===== config.mk =====
export PLATFORM = sky130hd
export DESIGN_NAME = tlul_sram_adapter
export DESIGN_NICKNAME = d
export VERILOG_FILES = /design/src/common/tlul_pkg.sv /design/src/common/sram_adapter_pkg.sv /design/src/common/adapter_ifs.sv /design/src/logic/sync_fifo.sv /design/src/sram_adapter/tlul_req_decode.sv /design/src/sram_adapter/sram_req_issue.sv /design/src/sram_adapter/tlul_rsp_build.sv /design/src/sram_adapter/tlul_sram_adapter.sv
export SDC_FILE = /design/constraint.sdc
export NUM_CORES = 1
export LEC_CHECK = 0
export ABC_AREA = 1
export BUFFER_PORTS_ARGS = -buffer_cell sky130_fd_sc_hd__buf_2
export CAP_MARGIN = 0
export CELL_PAD_IN_SITES_DETAIL_PLACEMENT = 1
export CELL_PAD_IN_SITES_GLOBAL_PLACEMENT = 1
export CORE_UTILIZATION = 31
export CTS_BUF_LIST = sky130_fd_sc_hd__clkbuf_16
export CTS_CLUSTER_SIZE = 14
export DETAILED_ROUTE_END_ITERATION = 8
export GPL_TIMING_DRIVEN = 0
export PLACE_DENSITY_LB_ADDON = 0.2
export SLEW_MARGIN = 20
export SYNTH_ARGS = -nofsm -noshare
export SYNTH_HDL_FRONTEND = slang
export SYNTH_SLANG_ARGS = --single-unit

===== constraint.sdc =====
create_clock -name clk_i -period 3.05 [get_ports clk_i]
set_clock_uncertainty 0.15 [all_clocks]
set_input_delay 0.4575 -clock clk_i [delete_from_list [all_inputs] [get_ports clk_i]]
set_output_delay 0.4575 -clock clk_i [all_outputs]
set_load 0.02 [all_outputs]

===== src/common/tlul_pkg.sv =====
// ============================================================
// TL-UL bus widths and channel encodings
// Opcode, fetch enable and request type enums
// ============================================================
package tlul_pkg;

  // Bus data width and bytes per bus word
  parameter int TlDw  = 32;
  parameter int TlDbw = TlDw / 8;

  // Address, size and source field widths
  parameter int TlAw  = 32;
  parameter int TlSzw = 2;
  parameter int TlAiw = 8;

  // A channel opcodes as defined by the TL-UL spec
  typedef enum logic [2:0] {
    PutFullData    = 3'h0,
    PutPartialData = 3'h1,
    Get            = 3'h4
  } tl_a_op_e;

  // D channel opcodes
  typedef enum logic [2:0] {
    AccessAck     = 3'h0,
    AccessAckData = 3'h1
  } tl_d_op_e;

  // Instruction fetch permission
  typedef enum logic {
    InstrDis = 1'b0,
    InstrEn  = 1'b1
  } tl_instr_en_e;

  // Request type carried in the A channel user bits
  typedef enum logic {
    DataType  = 1'b0,
    InstrType = 1'b1
  } tl_type_e;

endpackage


===== src/common/sram_adapter_pkg.sv =====
// ============================================================
// Adapter internal types: recorded operation and the
// pending request and read lane FIFO entries
// ============================================================
package sram_adapter_pkg;

  // Operation as recorded for a pending request
  typedef enum logic {
    OpWrite = 1'b0,
    OpRead  = 1'b1
  } req_op_e;

  // One accepted bus request waiting for its D beat
  typedef struct packed {
    req_op_e                      op;
    logic                         error;
    logic [tlul_pkg::TlSzw-1:0]   size;
    logic [tlul_pkg::TlAiw-1:0]   source;
  } pend_req_t;

  // Byte lanes of a granted read and its bus word inside the SRAM word
  // The 2 bit offset limits the SRAM word to 4 bus words
  typedef struct packed {
    logic [tlul_pkg::TlDbw-1:0] mask;
    logic [1:0]                 woffset;
  } lane_req_t;

endpackage


===== src/common/adapter_ifs.sv =====
// ============================================================
// Stage interfaces: decode to issue, and the pending FIFO
// heads from issue to the response builder
// ============================================================
`timescale 1ns/1ps

interface req_dec_if #(
  parameter int SramAw = 12
);

  logic                             valid;
  sram_adapter_pkg::req_op_e        op;
  logic                             error;
  logic [tlul_pkg::TlSzw-1:0]       size;
  logic [tlul_pkg::TlAiw-1:0]       source;
  logic [SramAw-1:0]                addr;
  // Bus word position inside the SRAM word
  logic [1:0]                       woffset;
  logic [tlul_pkg::TlDbw-1:0]       mask;
  logic [tlul_pkg::TlDw-1:0]        wdata;
  logic                             we;

  modport dec (output valid, op, error, size, source, addr, woffset, mask, wdata, we);
  modport iss (input  valid, op, error, size, source, addr, woffset, mask, wdata, we);

endinterface

interface pend_if;

  // Head of the request FIFO
  logic                          req_valid;
  sram_adapter_pkg::pend_req_t   req;
  // Head of the read lane FIFO
  sram_adapter_pkg::lane_req_t   lane;
  // Pops come back from the response builder
  logic                          req_pop;
  logic                          lane_pop;

  modport iss (output req_valid, req, lane, input  req_pop, lane_pop);
  modport rsp (input  req_valid, req, lane, output req_pop, lane_pop);

endinterface


===== src/logic/sync_fifo.sv =====
// ============================================================
// Synchronous circular buffer FIFO with optional
// pass-through of a word written while empty
// ============================================================
`timescale 1ns/1ps

module sync_fifo #(
  parameter int Width = 8,
  parameter int Depth = 2,
  parameter bit Pass  = 1'b0
) (
  input  logic             clk_i,
  input  logic             rst_ni,
  input  logic             wvalid_i,
  output logic             wready_o,
  input  logic [Width-1:0] wdata_i,
  output logic             rvalid_o,
  input  logic             rready_i,
  output logic [Width-1:0] rdata_o
);

  localparam int PtrW = (Depth > 1) ? $clog2(Depth) : 1;
  localparam int CntW = $clog2(Depth + 1);

  logic [Width-1:0] mem_q [Depth];
  logic [PtrW-1:0]  wptr_q, rptr_q;
  logic [CntW-1:0]  cnt_q;
  logic             empty, full, bypass, push, pop;

  assign empty = (cnt_q == '0);
  assign full  = (cnt_q == CntW'(Depth));

  // A word is bypassed when it arrives at an empty FIFO and leaves at once
  assign bypass = Pass && empty && wvalid_i && rready_i;
  assign push   = wvalid_i && !full && !bypass;
  assign pop    = rready_i && !empty;

  assign wready_o = !full;
  assign rvalid_o = !empty || (Pass && wvalid_i);
  assign rdata_o  = (Pass && empty) ? wdata_i : mem_q[rptr_q];

  always_ff @(posedge clk_i) begin
    if (push) begin
      mem_q[wptr_q] <= wdata_i;
    end
  end

  always_ff @(posedge clk_i or negedge rst_ni) begin
    if (!rst_ni) begin
      wptr_q <= '0;
      rptr_q <= '0;
      cnt_q  <= '0;
    end else begin
      if (push) begin
        wptr_q <= (wptr_q == PtrW'(Depth - 1)) ? '0 : wptr_q + 1'b1;
      end
      if (pop) begin
        rptr_q <= (rptr_q == PtrW'(Depth - 1)) ? '0 : rptr_q + 1'b1;
      end
      // Count only changes when push and pop do not cancel
      if (push && !pop) begin
        cnt_q <= cnt_q + 1'b1;
      end else if (pop && !push) begin
        cnt_q <= cnt_q - 1'b1;
      end
    end
  end

endmodule


===== src/sram_adapter/tlul_req_decode.sv =====
// ============================================================
// A channel decode: op, SRAM word address and offset,
// and detection of every request error
// ============================================================
`timescale 1ns/1ps

module tlul_req_decode #(
  parameter int SramAw     = 12,
  parameter int SramDw     = 32,
  parameter bit ByteAccess = 1'b1,
  parameter bit ErrOnWrite = 1'b0,
  parameter bit ErrOnRead  = 1'b0
) (
  input  logic                         a_valid_i,
  input  tlul_pkg::tl_a_op_e           a_opcode_i,
  input  logic [tlul_pkg::TlSzw-1:0]   a_size_i,
  input  logic [tlul_pkg::TlAiw-1:0]   a_source_i,
  input  logic [tlul_pkg::TlAw-1:0]    a_address_i,
  input  logic [tlul_pkg::TlDbw-1:0]   a_mask_i,
  input  logic [tlul_pkg::TlDw-1:0]    a_data_i,
  input  tlul_pkg::tl_type_e           a_type_i,
  input  tlul_pkg::tl_instr_en_e       en_ifetch_i,
  req_dec_if.dec                       dec_if
);

  // Byte address bits below the SRAM word
  localparam int SramByteBits = $clog2(SramDw / 8);
  localparam logic [1:0] WoffMask = 2'(SramDw / tlul_pkg::TlDw - 1);

  logic                       is_get, is_put_full, is_put_part, is_write;
  logic [tlul_pkg::TlDbw-1:0] lane_mask;
  logic op_err, size_err, align_err, mask_err, full_err;
  logic byte_err, mode_err, instr_err;

  assign is_get      = (a_opcode_i == tlul_pkg::Get);
  assign is_put_full = (a_opcode_i == tlul_pkg::PutFullData);
  assign is_put_part = (a_opcode_i == tlul_pkg::PutPartialData);
  assign is_write    = is_put_full || is_put_part;

  // Byte lanes covered by the addressed size
  always_comb begin
    case (a_size_i)
      2'd0:    lane_mask = 4'b0001 << a_address_i[1:0];
      2'd1:    lane_mask = 4'b0011 << {a_address_i[1], 1'b0};
      2'd2:    lane_mask = 4'b1111;
      default: lane_mask = 4'b0000;
    endcase
  end

  // Basic protocol checks
  assign op_err    = !(is_get || is_write);
  assign size_err  = (a_size_i > 2'd2);
  assign align_err = ((a_size_i == 2'd1) && a_address_i[0]) ||
                     ((a_size_i == 2'd2) && (a_address_i[1:0] != 2'b00));
  assign mask_err  = |(a_mask_i & ~lane_mask);
  // A full put must write every addressed byte
  assign full_err  = is_put_full && (a_mask_i != lane_mask);

  // Without byte access only whole bus words may be written
  assign byte_err  = !ByteAccess && is_write &&
                     ((a_mask_i != '1) || (a_size_i != 2'd2));
  assign mode_err  = (ErrOnWrite && !is_get) || (ErrOnRead && is_get);
  assign instr_err = (a_type_i == tlul_pkg::InstrType) && (en_ifetch_i != tlul_pkg::InstrEn);

  assign dec_if.valid  = a_valid_i;
  // Unknown opcodes are recorded as writes so they answer with AccessAck
  assign dec_if.op     = is_get ? sram_adapter_pkg::OpRead : sram_adapter_pkg::OpWrite;
  assign dec_if.error  = op_err || size_err || align_err || mask_err || full_err ||
                         byte_err || mode_err || instr_err;
  assign dec_if.size   = a_size_i;
  assign dec_if.source = a_source_i;
  assign dec_if.addr   = a_address_i[SramByteBits +: SramAw];
  assign dec_if.woffset = a_address_i[3:2] & WoffMask;
  assign dec_if.mask   = a_mask_i;
  assign dec_if.wdata  = a_data_i;
  assign dec_if.we     = is_write;

endmodule


===== src/sram_adapter/sram_req_issue.sv =====
// ============================================================
// SRAM request issue with write lane placement, and the
// request and read lane pending FIFOs
// ============================================================
`timescale 1ns/1ps

module sram_req_issue #(
  parameter int SramAw      = 12,
  parameter int SramDw      = 32,
  parameter int Outstanding = 2
) (
  input  logic              clk_i,
  input  logic              rst_ni,
  req_dec_if.iss            iss_if,
  input  logic              gnt_i,
  output logic              a_ready_o,
  output logic              req_o,
  output logic              we_o,
  output logic [SramAw-1:0] addr_o,
  output logic [SramDw-1:0] wdata_o,
  output logic [SramDw-1:0] wmask_o,
  pend_if.iss               pend_o
);

  localparam int WidthMult = SramDw / tlul_pkg::TlDw;
  localparam int ReqW      = $bits(sram_adapter_pkg::pend_req_t);
  localparam int LaneW     = $bits(sram_adapter_pkg::lane_req_t);

  logic                        req_wready, lane_wready;
  logic                        a_ack, rd_ack;
  sram_adapter_pkg::pend_req_t req_entry;
  sram_adapter_pkg::lane_req_t lane_entry;

  // The SRAM grant also gates acceptance of errored requests
  assign a_ready_o = gnt_i && req_wready && lane_wready;
  assign a_ack     = iss_if.valid && a_ready_o;

  // Errored requests are squashed before the SRAM
  assign req_o  = iss_if.valid && req_wready && !iss_if.error;
  assign we_o   = iss_if.valid && iss_if.we;
  assign addr_o = iss_if.addr;
  assign rd_ack = req_o && gnt_i && !we_o;

  // Place the bus word in its lane; unmasked bytes are written as zero
  always_comb begin
    wmask_o = '0;
    wdata_o = '0;
    for (int w = 0; w < WidthMult; w++) begin
      if (w == int'(iss_if.woffset)) begin
        for (int i = 0; i < tlul_pkg::TlDbw; i++) begin
          wmask_o[w*tlul_pkg::TlDw + 8*i +: 8] = {8{iss_if.mask[i]}};
          if (iss_if.mask[i] && iss_if.we) begin
            wdata_o[w*tlul_pkg::TlDw + 8*i +: 8] = iss_if.wdata[8*i +: 8];
          end
        end
      end
    end
  end

  assign req_entry  = '{op: iss_if.op, error: iss_if.error,
                        size: iss_if.size, source: iss_if.source};
  assign lane_entry = '{mask: iss_if.mask, woffset: iss_if.woffset};

  // Every accepted request waits here until its D beat
  sync_fifo #(.Width(ReqW), .Depth(Outstanding), .Pass(1'b0)) u_req_fifo (
    .clk_i,
    .rst_ni,
    .wvalid_i(a_ack),
    .wready_o(req_wready),
    .wdata_i (req_entry),
    .rvalid_o(pend_o.req_valid),
    .rready_i(pend_o.req_pop),
    .rdata_o (pend_o.req)
  );

  // Lane of each granted read, held until the data returns
  sync_fifo #(.Width(LaneW), .Depth(Outstanding), .Pass(1'b0)) u_lane_fifo (
    .clk_i,
    .rst_ni,
    .wvalid_i(rd_ack),
    .wready_o(lane_wready),
    .wdata_i (lane_entry),
    .rvalid_o(),
    .rready_i(pend_o.lane_pop),
    .rdata_o (pend_o.lane)
  );

endmodule


===== src/sram_adapter/tlul_rsp_build.sv =====
// ============================================================
// Read lane extraction, pass-through response FIFO and
// D channel beat assembly
// ============================================================
`timescale 1ns/1ps

module tlul_rsp_build #(
  parameter int SramDw      = 32,
  parameter int Outstanding = 2
) (
  input  logic                         clk_i,
  input  logic                         rst_ni,
  pend_if.rsp                          pend_i,
  input  logic [SramDw-1:0]            rdata_i,
  input  logic                         rvalid_i,
  input  logic                         rerror_i,
  input  logic                         d_ready_i,
  output logic                         d_valid_o,
  output tlul_pkg::tl_d_op_e           d_opcode_o,
  output logic [tlul_pkg::TlSzw-1:0]   d_size_o,
  output logic [tlul_pkg::TlAiw-1:0]   d_source_o,
  output logic [tlul_pkg::TlDw-1:0]    d_data_o,
  output logic                         d_error_o
);

  localparam int WidthMult = SramDw / tlul_pkg::TlDw;

  logic [tlul_pkg::TlDw-1:0] lane_data;
  logic [tlul_pkg::TlDw:0]   rsp_wdata, rsp_rdata;
  logic                      rsp_wvalid, rsp_rvalid, rsp_pop;
  logic                      is_read, good_read, d_ack;

  // Pick the bus word and keep only the requested bytes
  always_comb begin
    lane_data = '0;
    for (int w = 0; w < WidthMult; w++) begin
      if (w == int'(pend_i.lane.woffset)) begin
        lane_data = rdata_i[w*tlul_pkg::TlDw +: tlul_pkg::TlDw];
      end
    end
    for (int i = 0; i < tlul_pkg::TlDbw; i++) begin
      if (!pend_i.lane.mask[i]) begin
        lane_data[8*i +: 8] = 8'h00;
      end
    end
  end

  // Read data cannot be stalled, so it always lands here
  assign rsp_wvalid      = rvalid_i && pend_i.req_valid;
  assign rsp_wdata       = {rerror_i, lane_data};
  assign pend_i.lane_pop = rsp_wvalid;

  sync_fifo #(.Width(tlul_pkg::TlDw + 1), .Depth(Outstanding), .Pass(1'b1)) u_rsp_fifo (
    .clk_i,
    .rst_ni,
    .wvalid_i(rsp_wvalid),
    .wready_o(),
    .wdata_i (rsp_wdata),
    .rvalid_o(rsp_rvalid),
    .rready_i(rsp_pop),
    .rdata_o (rsp_rdata)
  );

  assign is_read   = (pend_i.req.op == sram_adapter_pkg::OpRead);
  // Only reads that went to the SRAM own an entry in the response FIFO
  assign good_read = is_read && !pend_i.req.error;

  // Writes and errors answer at once, good reads wait for their data
  assign d_valid_o = pend_i.req_valid && (!good_read || rsp_rvalid);
  assign d_ack     = d_valid_o && d_ready_i;

  assign pend_i.req_pop = d_ack;
  assign rsp_pop        = d_ack && good_read;

  assign d_opcode_o = is_read ? tlul_pkg::AccessAckData : tlul_pkg::AccessAck;
  assign d_size_o   = d_valid_o ? pend_i.req.size : '0;
  assign d_source_o = d_valid_o ? pend_i.req.source : '0;
  assign d_data_o   = (d_valid_o && good_read) ? rsp_rdata[tlul_pkg::TlDw-1:0] : '0;
  assign d_error_o  = d_valid_o &&
                      (pend_i.req.error || (good_read && rsp_rdata[tlul_pkg::TlDw]));

endmodule


===== src/sram_adapter/tlul_sram_adapter.sv =====
// ============================================================
// TL-UL to SRAM adapter top level
// Wires the decode, issue and response stages
// ============================================================
`timescale 1ns/1ps

module tlul_sram_adapter #(
  parameter int SramAw      = 12,
  parameter int SramDw      = 32,
  parameter int Outstanding = 2,
  parameter bit ByteAccess  = 1'b1,
  parameter bit ErrOnWrite  = 1'b0,
  parameter bit ErrOnRead   = 1'b0
) (
  input  logic                         clk_i,
  input  logic                         rst_ni,
  // A channel
  input  logic                         a_valid_i,
  input  tlul_pkg::tl_a_op_e           a_opcode_i,
  input  logic [tlul_pkg::TlSzw-1:0]   a_size_i,
  input  logic [tlul_pkg::TlAiw-1:0]   a_source_i,
  input  logic [tlul_pkg::TlAw-1:0]    a_address_i,
  input  logic [tlul_pkg::TlDbw-1:0]   a_mask_i,
  input  logic [tlul_pkg::TlDw-1:0]    a_data_i,
  input  tlul_pkg::tl_type_e           a_type_i,
  output logic                         a_ready_o,
  // D channel
  output logic                         d_valid_o,
  output tlul_pkg::tl_d_op_e           d_opcode_o,
  output logic [tlul_pkg::TlSzw-1:0]   d_size_o,
  output logic [tlul_pkg::TlAiw-1:0]   d_source_o,
  output logic [tlul_pkg::TlDw-1:0]    d_data_o,
  output logic                         d_error_o,
  input  logic                         d_ready_i,
  input  tlul_pkg::tl_instr_en_e       en_ifetch_i,
  // SRAM
  output logic                         req_o,
  input  logic                         gnt_i,
  output logic                         we_o,
  output logic [SramAw-1:0]            addr_o,
  output logic [SramDw-1:0]            wdata_o,
  output logic [SramDw-1:0]            wmask_o,
  input  logic [SramDw-1:0]            rdata_i,
  input  logic                         rvalid_i,
  input  logic                         rerror_i
);

  req_dec_if #(.SramAw(SramAw)) dec_bus ();
  pend_if pend_bus ();

  tlul_req_decode #(
    .SramAw(SramAw), .SramDw(SramDw), .ByteAccess(ByteAccess),
    .ErrOnWrite(ErrOnWrite), .ErrOnRead(ErrOnRead)
  ) u_decode (
    .a_valid_i, .a_opcode_i, .a_size_i, .a_source_i, .a_address_i,
    .a_mask_i, .a_data_i, .a_type_i, .en_ifetch_i,
    .dec_if(dec_bus.dec)
  );

  sram_req_issue #(.SramAw(SramAw), .SramDw(SramDw), .Outstanding(Outstanding)) u_issue (
    .clk_i, .rst_ni,
    .iss_if(dec_bus.iss),
    .gnt_i, .a_ready_o, .req_o, .we_o, .addr_o, .wdata_o, .wmask_o,
    .pend_o(pend_bus.iss)
  );

  tlul_rsp_build #(.SramDw(SramDw), .Outstanding(Outstanding)) u_rsp (
    .clk_i, .rst_ni,
    .pend_i(pend_bus.rsp),
    .rdata_i, .rvalid_i, .rerror_i, .d_ready_i,
    .d_valid_o, .d_opcode_o, .d_size_o, .d_source_o, .d_data_o, .d_error_o
  );

endmodule


Word level (Yosys, flattened, before mapping) --
Memory sizes are Yosys's and may differ from the RTL's. Cells that the tools add are included.
Word-level totals: bits in registers 12, RAM bits 98, input bits 122, logic and storage cells 151, memories kept 3
Operators by class: add/sub/neg operators 12, magnitude comparators 1, equal/unequal tests 8, shifts and indexed selects 2, mux-type cells 34, bitwise operators 3, reduce and logical (&&, ||, !) cells 79
Memory list:
- u_rsp.u_rsp_fifo.mem_q | depth 2, bits a word 33, read ports 1, clocked after memory_dff 0, wr ports 1, RTL line sync_fifo.sv:25 | logic [Width-1:0] mem_q [Depth];
- u_issue.u_req_fifo.mem_q | depth 2, bits a word 12, read ports 1, clocked after memory_dff 0, wr ports 1, RTL line sync_fifo.sv:25
- u_issue.u_lane_fifo.mem_q | depth 2, bits a word 4, read ports 1, clocked after memory_dff 0, wr ports 1, RTL line sync_fifo.sv:25
Operator list (number):
- 8-bit 2-to-1 mux | 9
- 32-bit 2-to-1 mux | 2
- 1-bit logical AND | 39
- 33-bit 2-to-1 mux | 1
- 1-bit logical NOT | 18
- 1-bit 2-to-1 mux | 14
- 2-bit 2-to-1 mux | 7
- 4-bit case mux with 3 select lines | 1
- 1-bit logical OR | 11
- 2-bit equality test, second input constant | 4
- 2-bit logical NOT | 4
- 2-bit nonzero test | 4
- 1-bit adder, second input constant | 6
- 2-bit by 1-bit adder with 2-bit output, second input constant | 3
- 2-bit by 1-bit subtractor with 2-bit output, second input constant | 3
- 4-bit bitwise AND | 1
- 4-bit inequality test | 1
- 4-bit NOT | 1
- 4-bit OR reduction | 1
- 1-bit by 2-bit left shift with 4-bit output, first input constant | 1
- 2-bit by 2-bit left shift with 4-bit output, first input constant | 1
- 3-bit by 1-bit equality test with 1-bit output, second input constant | 1
- 3-bit equality test, second input constant | 1
- 3-bit logical NOT | 1
- other kinds (4) | 4

Logic depth before layout (Yosys ltp) --
depth in word-level cells 18, depth in mapped cells 14

By module --
Synthesis repeated with hierarchy kept, for this count alone.
Second synthesis, totals: cell total of the unflattened synthesis 840, area, all modules 7169.4 sq um
Modules (own cells, without submodules):
- sync_fifo (u_rsp.u_rsp_fifo) | instances 1, cells an instance 278, area an instance 3109.2 sq um
- sync_fifo (u_issue.u_req_fifo) | instances 1, cells an instance 91, area an instance 1119.8 sq um
- tlul_rsp_build | instances 1, cells an instance 174, area an instance 807.0 sq um
- sram_req_issue | instances 1, cells an instance 138, area an instance 789.5 sq um
- sync_fifo (u_issue.u_lane_fifo) | instances 1, cells an instance 60, area an instance 684.4 sq um
- tlul_req_decode | instances 1, cells an instance 99, area an instance 659.4 sq um

Worst setup path before layout --
No wires, ideal clock.
path kind register to register, from reg u_rsp.u_rsp_fifo.cnt_q[0], to mem u_rsp.u_rsp_fifo.mem_q[1][0] in the netlist's numbering (enable), library setup time 0.423 ns, arrival 2.404 ns, required time 2.477 ns, setup slack 0.073 ns, stages on the path, launching flop included 8, buffers on the path 0, path through dfrtp_1 -> inv_2 -> nand2_2 -> nor2_1 -> nor3_4 -> nand3_1 -> nand2_1 -> nor2_1
On the way: word-level cells in the longest chain between the ends 12
RTL lines:
- start: declaration | RTL line sync_fifo.sv:27 | logic [CntW-1:0] cnt_q;
- start signal: assignment | RTL line sync_fifo.sv:62 | cnt_q <= cnt_q + 1'b1;
- start signal: assignment | RTL line sync_fifo.sv:64 | cnt_q <= cnt_q - 1'b1;
- 2-bit logical NOT | RTL line sync_fifo.sv:30 | assign empty = (cnt_q == '0);
- 1-bit logical NOT | RTL line sync_fifo.sv:39 | assign rvalid_o = !empty || (Pass && wvalid_i);
- 1-bit logical OR | RTL line sync_fifo.sv:39
- 1-bit logical OR | RTL line tlul_rsp_build.sv:69 | assign d_valid_o = pend_i.req_valid && (!good_read || rsp_rvalid);
- 1-bit logical AND | RTL line tlul_rsp_build.sv:69
- 1-bit logical AND | RTL line tlul_rsp_build.sv:70 | assign d_ack = d_valid_o && d_ready_i;
- 1-bit logical AND | RTL line tlul_rsp_build.sv:73 | assign rsp_pop = d_ack && good_read;
- 1-bit logical AND | RTL line sync_fifo.sv:34 | assign bypass = Pass && empty && wvalid_i && rready_i;
- 1-bit logical NOT | RTL line sync_fifo.sv:35 | assign push = wvalid_i && !full && !bypass;
- 1-bit logical AND * | RTL line sync_fifo.sv:35
- 1-bit 2-to-1 mux * | RTL line sync_fifo.sv:43 | if (push) begin
- 1-bit 2-to-1 mux (implied by the code) * | RTL line sync_fifo.sv:44 | mem_q[wptr_q] <= wdata_i;
- end: declaration | RTL line sync_fifo.sv:25
Mark *: on every way between the ends. The rest lies on a longest branch, timed or not.

Final worst setup path --
from in a_size_i[0] in the netlist's numbering, to out req_o
On the way: word-level cells in the longest chain between the ends 10
RTL lines:
- start: declaration | RTL line tlul_sram_adapter.sv:20 | input logic [tlul_pkg::TlSzw-1:0] a_size_i,
- 2-bit equality test, or another cell as far along | RTL line tlul_req_decode.sv:42, tlul_req_decode.sv:54
- 4-bit case mux with 3 select lines | RTL line tlul_req_decode.sv:42 | case (a_size_i)
- 4-bit NOT | RTL line tlul_req_decode.sv:55 | assign mask_err = |(a_mask_i & ~lane_mask);
- 4-bit bitwise AND | RTL line tlul_req_decode.sv:55
- 4-bit OR reduction | RTL line tlul_req_decode.sv:55
- 1-bit logical OR | RTL line tlul_req_decode.sv:68 | assign dec_if.error = op_err || size_err || align_err || mask_err || full_err ||
- 1-bit logical OR * | RTL line tlul_req_decode.sv:68
- 1-bit logical OR * | RTL line tlul_req_decode.sv:69 | byte_err || mode_err || instr_err;
- net dec_bus.error | RTL line adapter_ifs.sv:13 | logic error;
- 1-bit logical NOT * | RTL line sram_req_issue.sv:39 | assign req_o = iss_if.valid && req_wready && !iss_if.error;
- 1-bit logical AND * | RTL line sram_req_issue.sv:39
- end: declaration | RTL line tlul_sram_adapter.sv:37 | output logic req_o,
Mark *: on every way through the listed nets, which the timed path passes. The rest lies on a longest branch.

==> results by stage <==
Status:
- The flow ran to the end, and the final reports show no timing, DRC or antenna violations.

Clock tree:
- The number of H-tree levels is 3.
- After clock tree synthesis, the repair step resized 0 gates.
- Clock-pin slew was measured on the worst setup and hold paths at 80 ps.
- The number of buffers created by CTS is 9.
- The largest buffer count on any clock path is 2.
- The hold buffer count at cts is 1.
- The clock sink count is 110.
- The tree is rooted in a sky130_fd_sc_hd__clkbuf_16.
- For the worst-skew pair, the clock arrives at the later sink with an insertion delay of roughly 350 ps.
- The number of setup buffers added after CTS is 0.
- TritonCTS built the clock tree.

Placed design:
- The detailed-placement wirelength estimate is ~11,000 um.
- The number of placed cells counting well taps is approximately 1,100.
- The routability-driven placement congestion ratio is 0.7397.
- Buffers placed on the I/O ports in this run total around 220.

Worst hold path:
- The class of the most critical hold timing path is primary input to flip-flop.
- In this run the most critical hold path is launched from a_source_i[2].
- Along the worst hold path, the cell count comes to 1.
- For hold timing, the worst endpoint is u_issue.u_req_fifo.mem_q[1][2]$_DFFE_PP_.

Detailed routing:
- In the routed layout, each cell is associated on average with a via count of between 4 and 5.
- The count of nets left with antenna violations after detail routing is 0.
- The number of search-and-repair iterations in the first detailed-routing pass is 6.
- The total vias in the final route is slightly below 5,000.
- In the final routed layout, each cell accounts on average for about 14 um.
- After the first detailed-routing iteration, the DRC count stood at around 180.
- The routed wire length is between 15,000 and 20,000 um.
- The total DRC errors in the routed layout is 0.

Critical path:
- The start-to-end type of the worst setup path is primary input to output pin.
- The stage delay of the slowest cell on the critical path is 310 ps.
- The cell depth of the worst flop-to-flop path is 12.
- The category of the worst setup path capture point is an output pin.
- Data on the critical path arrives at its endpoint at roughly 2100 ps.
- Walking the worst path, the cells encountered are buf_2 > or2_2 > a31oi_1 > ha_1 > and3_1 > a21oi_1 > nor2_1 > nand2_1 > nor3_1 > buf_2.
- The category of cells accounting for the largest share of critical-path delay is simple AND/OR/NAND/NOR gates.
- Together, buffers and inverters on the worst path number 2.
- The setup check on the worst reg-to-reg path leaves a slack of approximately 800 ps.
- Among all stages on the critical path, the largest delay is contributed by sky130_fd_sc_hd__or2_2.
- Tracing the worst setup path back leads to its startpoint at a_size_i[0].
- The worst-path maximum fanout is 6.
- The end of the worst register-to-register path is u_rsp.u_rsp_fifo.cnt_q[1]$_DFFE_PN0P_.
- The critical path's most frequent cell is sky130_fd_sc_hd__buf_2.
- The worst register-to-register path begins at u_issue.u_req_fifo.rptr_q$_DFFE_PN0P_.
- For the worst setup path, the data required time is 2440 ps.
- The type of origin of the critical path is a primary input.

GRT:
- The pin count of the biggest net entering global routing is 34.
- Global routing used between 10% and 20% of the available tracks across all layers.
- The first global-routing pass estimated approximately 24,000 um of wire.
- The global route total overflow is 0.
- The number of global-route vias before repair is a little under 5,000.
- The number of antenna violations at the first check in global routing is 1.

Power:
- The internal power of the cells is 3.405 mW.
- Net switching is 41.37% of the power.
- Of the total power, registers draw between 30% and 40%.
- In this run, the combinational gates consume between 40% and 50% of the power.
- The net switching power is about 2.4 mW.
- The static leakage is about 3.7 nW.
- The peak ir drop on the vdd network is about 0.29 mV.
- The share of power burned in the clock network is between 10% and 20%.
- The ratio of total power to cell area is between 700 and 800 mW/mm^2.

STA:
- The total count of max-transition violations in the final report came to 0.
- The portion of the clock cycle consumed by the worst path in the final layout is 89.32%.
- The total setup violations reported at the end of the flow is 0.
- The minimum period implied by the final worst setup slack is between 2000 and 3000 ps.
- The highest clock frequency the design can meet is between 0.3 and 0.4 GHz.
- The tightest slew margin relative to the limit is between 40% and 50%.
- Setup repair after global routing left no endpoint under its margin.
- The number of hold-slack violations in the final timing report is 0.
- The actual transition at the worst max-transition pin is 796.3 ps.

Die:
- During I/O placement, the number of pins put on the boundary was 248.
- Row generation in the floorplan step produced 49 rows.
- The die covers about 0.019 sq mm.
- The overall die width is 138.9 um.
- For this configuration, the core starts out at a cell density of roughly a third.
- The area of the core region is between 0.015 and 0.02 sq mm.
- The die span in y is between 100 and 150 um.

Final layout:
- After filler insertion, the fill cell instance count of the layout stands at roughly 2,200.
- In the final layout, the share of cells above drive strength 1 is a little over a third.
- The core utilization of the finished layout is between 40% and 50%.
- The area growth from synthesis to layout is 29.15%.
- The count of cells in the finished layout, fillers not included, comes to between 1,000 and 1,500.
- The total number of nets in the final design is ~1,000.

Yosys:
- The area share of the largest cell type after synthesis is between 50% and 60%.
- The number of instances in the synthesized netlist is between 600 and 700.
- The number of synthesized flops with an enable pin is ~100.
- The flip-flop cell with the highest count after synthesis is sky130_fd_sc_hd__edfxtp_1.
- The synthesized area divided by synthesized cell count is roughly 9.0 sq um.
- Yosys printed 0 warnings.
- The count of unique library cells instantiated by Yosys is 29.
- The cell with the most instances after synthesis is sky130_fd_sc_hd__nor2_1.
- The async set or reset register ratio after synthesis is a little over a tenth.
- Ranked by instance count, the synthesized netlist is headed by sky130_fd_sc_hd__nor2_1, sky130_fd_sc_hd__edfxtp_1, sky130_fd_sc_hd__inv_1, sky130_fd_sc_hd__nand2_1, sky130_fd_sc_hd__buf_4.
- The total standard cell area after synthesis is roughly 0.0058 sq mm.
- The dominant cell type by area after synthesis is sky130_fd_sc_hd__edfxtp_1.
- By area the synthesized netlist is led by sky130_fd_sc_hd__edfxtp_1, sky130_fd_sc_hd__nor2_1, sky130_fd_sc_hd__inv_1, sky130_fd_sc_hd__nand2_1, sky130_fd_sc_hd__buf_4.
- Synthesis inferred 110 register bits.
- The portion of the post-synthesis area used by sequential elements is 55.85%.

Job:
- The number of max-cap violations is 0.
routing by layer:
| layer | track usage (%) | share of wire, % |
|---|---|---|
| met1 | 17.96 | 41 |
| met2 | 29.61 | 52 |
| met3 | 2.866 | 6.3 |
| met4 | 5.497 | 0.95 |
| met5 | 0 | 0 |
registers in the layout, summed over array words and instances, names as in the netlist:
name and flops:
u_rsp.u_rsp_fifo.mem_q 66, u_issue.u_lane_fifo.rptr_q 1, u_rsp.u_rsp_fifo.cnt_q 2, u_issue.u_req_fifo.cnt_q 2, u_issue.u_req_fifo.mem_q 24, u_issue.u_req_fifo.wptr_q 1
u_issue.u_lane_fifo.mem_q 8, u_issue.u_lane_fifo.cnt_q 2, u_issue.u_req_fifo.rptr_q 1, u_rsp.u_rsp_fifo.rptr_q 1, u_rsp.u_rsp_fifo.wptr_q 1, u_issue.u_lane_fifo.wptr_q 1
metrics by stage:
stage / power (mW) / setup WS [ps] / area [sq um] / TNS (ps) / hold slack, ps
2_1_floorplan: 3.915 / 73.23 / 5811 / 0 / 11.91
3_3_place_gp: 4.683 / -944.0 / 7173 / -31090 / 217.4
3_5_place_dp: 4.761 / 206.5 / 7201 / 0 / 222.9
4_1_cts: 5.902 / 280.3 / 7492 / 0 / 121.5
5_1_grt: 6.222 / 170.2 / 7497 / 0 / 127.0
6_report: 5.808 / 325.8 / 7500 / 0 / 136.5
cells by family after synthesis:
kind of cell    share of synthesized area, %
fa+ha+maj                              1.508
buf+inv                                14.22
compound gates                         9.610
simple gates                           17.39
flops                                  55.85
other cells                          0.06458
xor+xnor                               1.357
cell type report:
cell class	instances	area [sq um]	share of cell area, %
antenna	1	2.502	0.03337
buffer	65	446.7	5.956
clock buffer	9	225.2	3.003
clock inverter	7	56.30	0.7508
inverter	101	379.1	5.055
multi-input combinational	368	1754	23.39
sequential	110	3243	43.24
tap	229	286.5	3.820
timing repair buffer	217	1106	14.75
power by group through the flow:
stage	clock network (mW)	logic, mW	registers [mW]
floorplan	0	1.71	2.21
global placement	0	2.44	2.24
detailed placement	0	2.52	2.24
CTS	1.16	2.53	2.20
global route	1.21	2.77	2.24
finish	1.14	2.47	2.20
worst max path at each step:
stage                                                          end  slack (ps)  depth (start not counted)
final                                                        req_o         330                         10
after global routing                                  d_data_o[11]         170                          6
after CTS                                             d_data_o[13]         280                          6
after detailed placement  u_issue.u_lane_fifo.cnt_q[1]$_DFFE_PN0P_         210                         13
after global placement      u_rsp.u_rsp_fifo.mem_q[1][5]$_DFFE_PP_        -940                          7
after floorplan             u_rsp.u_rsp_fifo.mem_q[1][0]$_DFFE_PP_          70                          7
cells in the final DEF (no fill, tap or decap), types with 2 or more instances in the layout:
master                       instances
sky130_fd_sc_hd__buf_2             221
sky130_fd_sc_hd__nor2_1            144
sky130_fd_sc_hd__edfxtp_1           98
sky130_fd_sc_hd__inv_1              97
sky130_fd_sc_hd__nand2_1            93
sky130_fd_sc_hd__buf_4              46
sky130_fd_sc_hd__o21ai_0            36
sky130_fd_sc_hd__a21oi_1            29
sky130_fd_sc_hd__a21oi_2            21
sky130_fd_sc_hd__dfrtp_1            12
sky130_fd_sc_hd__clkbuf_1           10
sky130_fd_sc_hd__clkbuf_16           9
sky130_fd_sc_hd__ha_1                7
sky130_fd_sc_hd__inv_2               5
sky130_fd_sc_hd__nand3_1             5
sky130_fd_sc_hd__xor2_1              5
sky130_fd_sc_hd__a31oi_1             4
sky130_fd_sc_hd__xnor2_1             4
sky130_fd_sc_hd__nand2_2             3
sky130_fd_sc_hd__buf_6               3
sky130_fd_sc_hd__nand4_1             3
sky130_fd_sc_hd__inv_6               3
sky130_fd_sc_hd__nor3_1              2
sky130_fd_sc_hd__nor2_2              2
sky130_fd_sc_hd__conb_1              2
sky130_fd_sc_hd__clkinvlp_4          2
Note: power is estimated with default switching activity, not from simulation.
